--- src/segPkg.sv ---
`default_nettype none

package segPkg;

    localparam int digitCount = 8;
    localparam int segWidth = 8;  // a..g plus point
    localparam int frameWidth = digitCount * segWidth;

    // one digit in active-high form with a in bit 7 and the point in bit 0
    typedef logic [segWidth-1:0] segPattern;

    // standard hex glyphs as {a, b, c, d, e, f, g}
    function automatic logic [segWidth-2:0] hexToSeg(input logic [3:0] nibble);
        logic [segWidth-2:0] glyph;
        case (nibble)
            4'h0: glyph = 7'h7e;
            4'h1: glyph = 7'h30;
            4'h2: glyph = 7'h6d;
            4'h3: glyph = 7'h79;
            4'h4: glyph = 7'h33;
            4'h5: glyph = 7'h5b;
            4'h6: glyph = 7'h5f;
            4'h7: glyph = 7'h70;
            4'h8: glyph = 7'h7f;
            4'h9: glyph = 7'h7b;
            4'ha: glyph = 7'h77;
            4'hb: glyph = 7'h1f;  // lower case b
            4'hc: glyph = 7'h4e;
            4'hd: glyph = 7'h3d;  // lower case d
            4'he: glyph = 7'h4f;
            default: glyph = 7'h47;  // F
        endcase
        return glyph;
    endfunction

endpackage

`default_nettype wire

--- src/segFrameIf.sv ---
`timescale 1ns/100ps
`default_nettype none

// frame path between the decoder bank, controller and shift register
interface segFrameIf;

    logic [segPkg::frameWidth-1:0] frame;  // digit 0 in the top byte
    logic load;  // one-cycle capture strobe
    logic shift;  // high for the whole transfer
    logic serialBit;

    modport ctrl (
        output load,
        output shift
    );

    modport shifter (
        input  frame,
        input  load,
        input  shift,
        output serialBit
    );

    modport mon (
        input frame,
        input load,
        input shift,
        input serialBit
    );

endinterface

`default_nettype wire

--- src/hexSegDecoder.sv ---
`timescale 1ns/100ps
`default_nettype none

// nibble, point and enable to an active-low segment byte for one digit
module hexSegDecoder (
    input  wire logic [3:0] nibble,
    input  wire logic point,  // 1 lights the point
    input  wire logic enableN,  // 1 blanks the digit
    output segPkg::segPattern seg
);

    logic [segPkg::segWidth-2:0] glyph;
    segPkg::segPattern litPattern;

    assign glyph = segPkg::hexToSeg(nibble);

    // active-high form with the point in the low bit
    assign litPattern = {glyph, point};

    always_comb begin
        if (enableN) begin
            seg = '1;  // all segments dark
        end else begin
            seg = ~litPattern;
        end
    end

endmodule

`default_nettype wire

--- src/segDisplayDriver.sv ---
`timescale 1ns/100ps
`default_nettype none

// drives eight hex digits through an external serial shift-register chain
module segDisplayDriver (
    input  wire logic clk,
    input  wire logic reset,
    input  wire logic start,
    input  wire logic [segPkg::digitCount-1:0] en,  // 0 lights the digit
    input  wire logic [4*segPkg::digitCount-1:0] num,
    input  wire logic [segPkg::digitCount-1:0] point,
    output wire logic finish,
    output wire logic serialClk,
    output wire logic serialData  // active low
);

    segFrameIf fr ();

    segPkg::segPattern digitSeg [segPkg::digitCount];

    for (genvar i = 0; i < segPkg::digitCount; i++) begin : gDigit
        hexSegDecoder decoder (
            .nibble  (num[4*i +: 4]),
            .point   (point[i]),
            .enableN (en[i]),
            .seg     (digitSeg[i])
        );

        // digit 0 sits in the top byte and leaves last
        assign fr.frame[segPkg::frameWidth-1-segPkg::segWidth*i -: segPkg::segWidth] =
            digitSeg[i];
    end

    segSerialCtrl ctrl (
        .clk       (clk),
        .reset     (reset),
        .start     (start),
        .fr        (fr.ctrl),
        .finish    (finish),
        .serialClk (serialClk)
    );

    segFrameShifter shifter (
        .clk   (clk),
        .reset (reset),
        .fr    (fr.shifter)
    );

    assign serialData = fr.serialBit;

endmodule

`default_nettype wire

--- src/segFrameShifter.sv ---
`timescale 1ns/100ps
`default_nettype none

// parallel-load shift-right register whose bit 0 leaves first
module segFrameShifter (
    input wire logic clk,
    input wire logic reset,
    segFrameIf.shifter fr
);

    logic [segPkg::frameWidth-1:0] shiftReg;

    always_ff @(posedge clk) begin
        if (reset) begin
            shiftReg <= '1;  // dark display
        end else if (fr.load) begin
            shiftReg <= fr.frame;
        end else if (fr.shift) begin
            // ones fill from the top so trailing bits read as segments off
            shiftReg <= {1'b1, shiftReg[segPkg::frameWidth-1:1]};
        end
    end

    assign fr.serialBit = shiftReg[0];

    // the controller must never reload in the middle of a transfer
    loadShiftExclusive: assert property (
        @(posedge clk) disable iff (reset)
        !(fr.load && fr.shift)
    );

endmodule

`default_nettype wire

--- src/segSerialCtrl.sv ---
`timescale 1ns/100ps
`default_nettype none

// start edge, bit counter, shift window and serial clock
module segSerialCtrl (
    input  wire logic clk,
    input  wire logic reset,
    input  wire logic start,  // rising edge starts a transfer
    segFrameIf.ctrl fr,
    output wire logic finish,
    output wire logic serialClk
);

    logic prevStart;
    logic startEdge;
    logic idle;
    logic loadNow;
    logic [6:0] bitCount;  // bits still to go out
    logic shiftOn;

    always_ff @(posedge clk) begin
        if (reset) begin
            prevStart <= 1'b0;
        end else begin
            prevStart <= start;
        end
    end

    assign startEdge = start && !prevStart;

    // busy until the counter has drained and the last bit has gone
    assign idle = (bitCount == '0) && !shiftOn;
    assign loadNow = startEdge && idle;

    always_ff @(posedge clk) begin
        if (reset) begin
            bitCount <= '0;
        end else if (loadNow) begin
            bitCount <= 7'(segPkg::frameWidth);
        end else if (bitCount != '0) begin
            bitCount <= bitCount - 7'd1;
        end
    end

    // trails the counter by one cycle, so 64 cycles per frame
    always_ff @(posedge clk) begin
        if (reset) begin
            shiftOn <= 1'b0;
        end else begin
            shiftOn <= (bitCount != '0);
        end
    end

    assign fr.load = loadNow;
    assign fr.shift = shiftOn;

    assign finish = !shiftOn;
    // rises at mid-cycle while serialData is stable
    assign serialClk = !clk && shiftOn;

    counterInRange: assert property (
        @(posedge clk) disable iff (reset)
        bitCount <= 7'(segPkg::frameWidth)
    );

    // finish still high on the edge after load, then low for the whole frame
    finishWindow: assert property (
        @(posedge clk) disable iff (reset)
        fr.load |=> finish ##1 (!finish) [* segPkg::frameWidth] ##1 finish
    );

endmodule

`default_nettype wire
--- config.mk ---
export PLATFORM = sky130hd
export DESIGN_NAME = segDisplayDriver
export DESIGN_NICKNAME = d
export VERILOG_FILES = /design/src/segPkg.sv /design/src/segFrameIf.sv /design/src/hexSegDecoder.sv /design/src/segDisplayDriver.sv /design/src/segFrameShifter.sv /design/src/segSerialCtrl.sv
export SDC_FILE = /design/constraint.sdc
export NUM_CORES = 1
export LEC_CHECK = 0
export BUFFER_PORTS_ARGS = -buffer_cell sky130_fd_sc_hd__buf_2
export CAP_MARGIN = 40
export CORE_MARGIN = 8
export CORE_UTILIZATION = 57
export CTS_CLUSTER_DIAMETER = 150
export DETAILED_ROUTE_END_ITERATION = 10
export GPL_TIMING_DRIVEN = 0
export PLACE_DENSITY = 0.78
export SYNTH_ARGS = -nofsm -noshare
export SYNTH_HDL_FRONTEND = slang
export SYNTH_SLANG_ARGS = --single-unit
--- constraint.sdc ---
create_clock -name clk -period 4.3 [get_ports clk]
set_input_delay 0.43 -clock clk [delete_from_list [all_inputs] [get_ports clk]]
set_output_delay 0.43 -clock clk [all_outputs]
set_load 0.01 [all_outputs]
==> results.json, run 1 <==
{
  "outcome": "completed",
  "ctsHoldBuffers": 0,
  "syn_to_final_growth_pct": 11.2,
  "wl_met2_um": 6620,
  "yosys-top-cells-area": "dfxtp_1, ha_1, nor2b_1",
  "whs_endpoint": "ctrl.prevStart",
  "seqCellArea_sq_um": 1460,
  "core_sq_um": 9110,
  "drive_gt1_share_pct": 13.8,
  "yosys.area.top_type": "dfxtp_1",
  "syn_area_per_cell_sq_um": 8.59,
  "portBuffers": 49,
  "peakVddDrop_mv": 0.230,
  "nets": 775,
  "powerDensity_nw_per_um2": 486,
  "final_cells": 791,
  "final-max-slew-violation-count": 0,
  "num_rows": 35,
  "grt_pass1_vias": 4738,
  "ctsResizeCount": 0,
  "worst_pin_slew_ns": 0.707,
  "die_h_um": 112,
  "drc": 0,
  "synth_flop_cell": "dfxtp_1",
  "io_pins": 54,
  "fillCellCount": 774,
  "placed_cells": 772,
  "seq_area_frac_synth_pct": 27.8,
  "drv_cap": 0,
  "startpoint_type": "clock port",
  "multiInputGateArea_sq_um": 3480,
  "async_reset_ff_share_pct": 0,
  "netlist.area_leader.share_pct": 27.8,
  "antenna_cells": 0,
  "cts_tree": "built",
  "grt_max_degree": 13,
  "final.setup_skew_ns": 0.00643,
  "synth_most_common_cell": "dfxtp_1",
  "insertion_delay_ns": 0.46,
  "dr.pass1.iters": 5,
  "hold_violations": 0,
  "die_area_sq_um": 12600,
  "ys_top_cells_by_count": "dfxtp_1, nor2b_1, a211oi_1",
  "maxSlewHeadroom_pct": 52.8,
  "wire_per_inst_um": 17.4,
  "path_max_fanout": 2,
  "worstSetupPathType": "clk2out",
  "crit_arrival_ns": 2.58,
  "path_clk_slew_ns": 0.07,
  "wl_met3_um": 584,
  "start_util_pct": 57.7,
  "required_ns": 3.87,
  "avgViaCountPerCell": 6.13,
  "wl_um": 13700,
  "grt_usage_pct": 21.7,
  "wl_met1_um": 6260,
  "yosysWarnings": 0,
  "grt_pass1_wl_um": 22700,
  "top_layer": "met4",
  "fin_setup_tns_ns": 0,
  "netlist_instances": 612,
  "hold_path_depth": 2,
  "rsz0062_at_grt": "false",
  "p_leak_uw": 0.00233,
  "die_x_um": 112,
  "drt_iter0_markers": 420,
  "post-dp-hpwl_um": 10100,
  "r2r-start": "ctrl.bitCount[0]",
  "vias": 4849,
  "synth-edff-count": 0,
  "cp-end-kind": "output pin",
  "ys_ff_latch": 73,
  "r2r_cells": 8,
  "power_uw": 2840,
  "synthDistinctLibCells": 41,
  "worst-r2r-setup-slack_ns": 1.68,
  "min_path_type": "in2reg",
  "hold_start": "reset",
  "ant_nets": 0,
  "post_cts_buffers": 0,
  "setup_viol": 0,
  "gr-total-overflow": 0,
  "synth.net_count": 712,
  "reg2reg_to": "shifter.shiftReg[22]",
  "gp_congestion": 0.897,
  "grt_antenna_before_repair": 0,
  "netlist_area_sq_um": 5260
}
## layout make-up
cell class                      instances  area share, %
Buffer                                 50           3.60
Multi-Input combinational cell        461           59.5
Clock buffer                           15           3.04
Tap cell                              111           2.38
Clock inverter                          5          0.557
Inverter                               28           1.80
Sequential cell                        73           25.0
Timing Repair Buffer                   48           4.11
## critical path, cell delays in order
cell,delay (ns)
clkbuf_8,0.11
clkbuf_8,0.12
nor2_1,0.07
buf_2,0.13
## stage by stage
stage               setup WS [ns]  area [sq um]  util, %  hold slack [ns]
floorplan                    1.56          5260        -            0.444
global placement             1.54          5640     61.9            0.455
detailed placement           1.54          5640     61.9            0.478
CTS                          1.28          5850     64.2            0.143
global route                 1.23          5850     64.2            0.152
finish                       1.29          5850     64.2            0.150
## state kept, by name (all words and copies together) (netlist names)
name / count
shifter.shiftReg: 64
ctrl.bitCount: 7
ctrl.fr.shift: 1
ctrl.prevStart: 1
## routing by layer
layer  track usage, %  up-vias
met4             8.72        0
met5                0        -
met2             36.7      144
met1             27.5     2307
li1                 -     2371
met3             2.58       27
## worst max path at each step
stage / slack (ns) / end / cells after the start / from
finish: 1.29 / serialClk / 4 / clk
global route: 1.23 / serialClk / 4 / clk
detailed placement: 1.54 / serialClk / 2 / clk
CTS: 1.28 / serialClk / 4 / clk
global placement: 1.54 / serialClk / 2 / clk
floorplan: 1.56 / serialClk / 1 / clk
## cells by family (layout without fill, tap and decap cells)
kind of cell / after synthesis / after routing / synth area share, %
flip-flops: 73 / 73 / 27.8
AND/OR/NAND/NOR: 183 / 183 / 19.7
AO/OA/AOI/OAI: 183 / 183 / 24.2
multiplexers: 42 / 42 / 9.93
XOR/XNOR: 4 / 4 / 0.667
buffers and inverters: 78 / 146 / 6.00
adder cells (fa/ha/maj): 49 / 49 / 11.7
## cell usage in the layout (no fill, tap or decap), types with 28 or more instances in the layout
| master | count |
|---|---|
| inv_1 | 28 |
| mux2i_1 | 33 |
| a211oi_1 | 52 |
| buf_2 | 58 |
| dfxtp_1 | 73 |
| o21ai_0 | 49 |
| ha_1 | 49 |
| clkbuf_1 | 32 |
| nand2_1 | 28 |
| nor2b_1 | 63 |
## power breakdown
group / internal [uW] / total [uW] / switching, uW
Sequential: 915 / 1040 / 124
Combinational: 527 / 1260 / 729
Clock: 271 / 545 / 274
Note: power is estimated with default switching activity, not from simulation.
==> run 2, diff against run 1 <==
Settings changed: ABC_AREA set to 1, CORE_UTILIZATION 57 to 55.
Clock period 4.3 ns to 2.6 ns, I/O delays scaled along.
==> run 2 against run 1 <==
Clock power rose by 150%. Worst setup slack got worse by 0.81 ns. Clock-buffer cell count decreased by 2. Synthesized cell count up 50%. First-iteration DRC count increased by 43%. Via count up 22%. Largest cell class unchanged. Register-to-register slack worse by 0.99 ns. Clock skew is 0.0027 ns higher.
==> results.json, run 2 <==
{
  "synthAdderAreaFrac_pct": 10.7,
  "fmax_mhz": 473,
  "ctsResizeCount": 0,
  "avgViaCountPerCell": 5.26,
  "antenna_cells": 0,
  "synth.net_count": 1019,
  "outcome": "completed",
  "post-dp-hpwl_um": 10500,
  "drv_cap": 0,
  "nets": 1082,
  "powerDensity_nw_per_um2": 957,
  "final_cell_mix": "nand2_1, nand3_1, dfxtp_1",
  "start_util_pct": 56.1,
  "path_clk_slew_ns": 0.08,
  "grt_antenna_before_repair": 0,
  "yosys.area.top_type": "dfxtp_1",
  "wl_um": 14700,
  "post-route-period-util_pct": 81.4,
  "netlist_instances": 919,
  "syn_area_per_cell_sq_um": 6.22,
  "synth-compound-area-share_pct": 10.1,
  "cp-end-kind": "output pin",
  "grt_pass1_vias": 5508,
  "gr-total-overflow": 0,
  "layout_min_cycle_time_ns": 2.12,
  "maxSlewHeadroom_pct": 61.1,
  "netlist_area_sq_um": 5710,
  "dr.pass1.iters": 7,
  "setup_viol": 0,
  "synth_most_common_cell": "nand2_1",
  "drc": 0,
  "wire_per_inst_um": 13.1,
  "largest_register_ffs": 64,
  "muxShareOfSynthArea_pct": 0,
  "finalCoreUtilization_pct": 63.3,
  "final-max-slew-violation-count": 0,
  "crit_arrival_ns": 1.86,
  "grt_max_degree": 14,
  "post_cts_buffers": 0,
  "p_leak_uw": 0.00354,
  "gp_congestion": 0.911,
  "cts_tree": "built",
  "die_area_sq_um": 13900,
  "r2r-start": "ctrl.bitCount[0]",
  "io_pins": 54,
  "startpoint_type": "flip-flop",
  "grt_usage_pct": 21.3,
  "synth_top_family_by_area": "simple AND/OR/NAND/NOR gates",
  "seq_area_frac_synth_pct": 25.6,
  "worstSetupPathType": "reg2out",
  "die_h_um": 118,
  "portBuffers": 47,
  "crit_start": "ctrl.fr.shift",
  "min_path_type": "in2reg",
  "ys_ff_latch": 73,
  "num_rows": 37,
  "synthXorXnorAreaFrac_pct": 0.307,
  "hold_violations": 0,
  "yosys-top-cells-area": "dfxtp_1, nand2_1, nand3_1",
  "worst_pin_slew_ns": 0.583,
  "ctsHoldBuffers": 2,
  "yosys.area_share.simple_pct": 43.4,
  "required_ns": 2.34,
  "synth-edff-count": 0,
  "vias": 5911,
  "peakVddDrop_mv": 0.377,
  "ys_top_cells_by_count": "nand2_1, nand3_1, dfxtp_1",
  "top_regs": "shifter.shiftReg x64, ctrl.bitCount x7",
  "drt_iter0_markers": 602,
  "fillCellCount": 984,
  "final.setup_skew_ns": 0.00917,
  "drive_gt1_share_pct": 13.4,
  "rsz0062_at_grt": "false",
  "top_register": "shifter.shiftReg",
  "fin_setup_tns_ns": 0,
  "layout_commonest_cell": "nand2_1",
  "grt_pass1_wl_um": 25100,
  "path_max_fanout": 10,
  "yosysWarnings": 0,
  "synthDistinctLibCells": 25,
  "netlist.area_leader.share_pct": 25.6,
  "hold_start": "en[5]",
  "ant_nets": 0,
  "insertion_delay_ns": 0.47,
  "core_sq_um": 10200,
  "async_reset_ff_share_pct": 0,
  "syn_to_final_growth_pct": 12.8,
  "die_x_um": 118,
  "synth_flop_cell": "dfxtp_1"
}
run 2: cell count changes after synthesis, moves of 33 or more:
cell | before | now
inv_1 | 28 | 65
nor2b_1 | 63 | 0
mux2i_1 | 33 | 0
nand3_1 | 1 | 134
a211oi_1 | 52 | 0
nand2_1 | 28 | 354
run 2: final timing paths:
| kind | to | slack, ns | cells after the start |
|---|---|---|---|
| worst min-delay path | shifter.shiftReg[23] | 0.1 | 5 |
| worst max register to register | shifter.shiftReg[23] | 0.69 | 10 |
| worst max-delay path | finish | 0.48 | 5 |
| worst min register to register | ctrl.bitCount[1] | 0.49 | 2 |
run 2: area by class of cell:
cell class / count / area (sq um) / share of cell area [%]
Buffer: 50 / 282 / 4.37
Clock buffer: 13 / 170 / 2.64
Clock inverter: 7 / 143 / 2.21
Inverter: 74 / 279 / 4.33
Multi-Input combinational cell: 722 / 3690 / 57.3
Sequential cell: 73 / 1460 / 22.7
Tap cell: 136 / 170 / 2.64
Timing Repair Buffer: 48 / 250 / 3.88
run 2: kinds of logic after synthesis:
group | count (synthesis)
XOR/XNOR | 2
buffers and inverters | 124
AO/OA/AOI/OAI | 109
adder cells (fa/ha/maj) | 49
flip-flops | 73
AND/OR/NAND/NOR | 562
run 2: through the flow:
step | hold slack [ns] | instance area [sq um] | total power (uW) | cells | worst slack (ns)
2_1_floorplan | 0.308 | 5710 | 4160 | 919 | 0.871
3_3_place_gp | 0.402 | 6120 | 4780 | 1102 | 0.721
3_5_place_dp | 0.402 | 6120 | 4820 | 1102 | 0.720
4_1_cts | 0.0956 | 6450 | 6160 | 1123 | 0.487
5_1_grt | 0.137 | 6450 | 6700 | 1123 | 0.406
6_report | 0.0973 | 6450 | 6170 | 1123 | 0.484
run 2: routing by layer:
metal | global-route usage, % | up-vias | part of all wire (%)
met5 | 0 | - | 0
li1 | - | 3069 | -
met2 | 34.3 | 211 | 45
met3 | 3.02 | 37 | 6.5
met1 | 27.3 | 2594 | 46
met4 | 10.8 | 0 | 2.6
run 2: worst max-delay path, cell delays in order (launching register included):
cell and delay, ns:
dfxtp_1 0.32, buf_6 0.14, inv_2 0.08, buf_2 0.20, clkbuf_1 0.42, buf_2 0.23
run 2: power breakdown:
| group | leakage, uW | total, uW | switching, uW | internal [uW] |
|---|---|---|---|---|
| clock | 0.000162 | 1340 | 495 | 842 |
| sequential | 0.000605 | 1900 | 282 | 1610 |
| combinational | 0.00278 | 2940 | 1780 | 1160 |
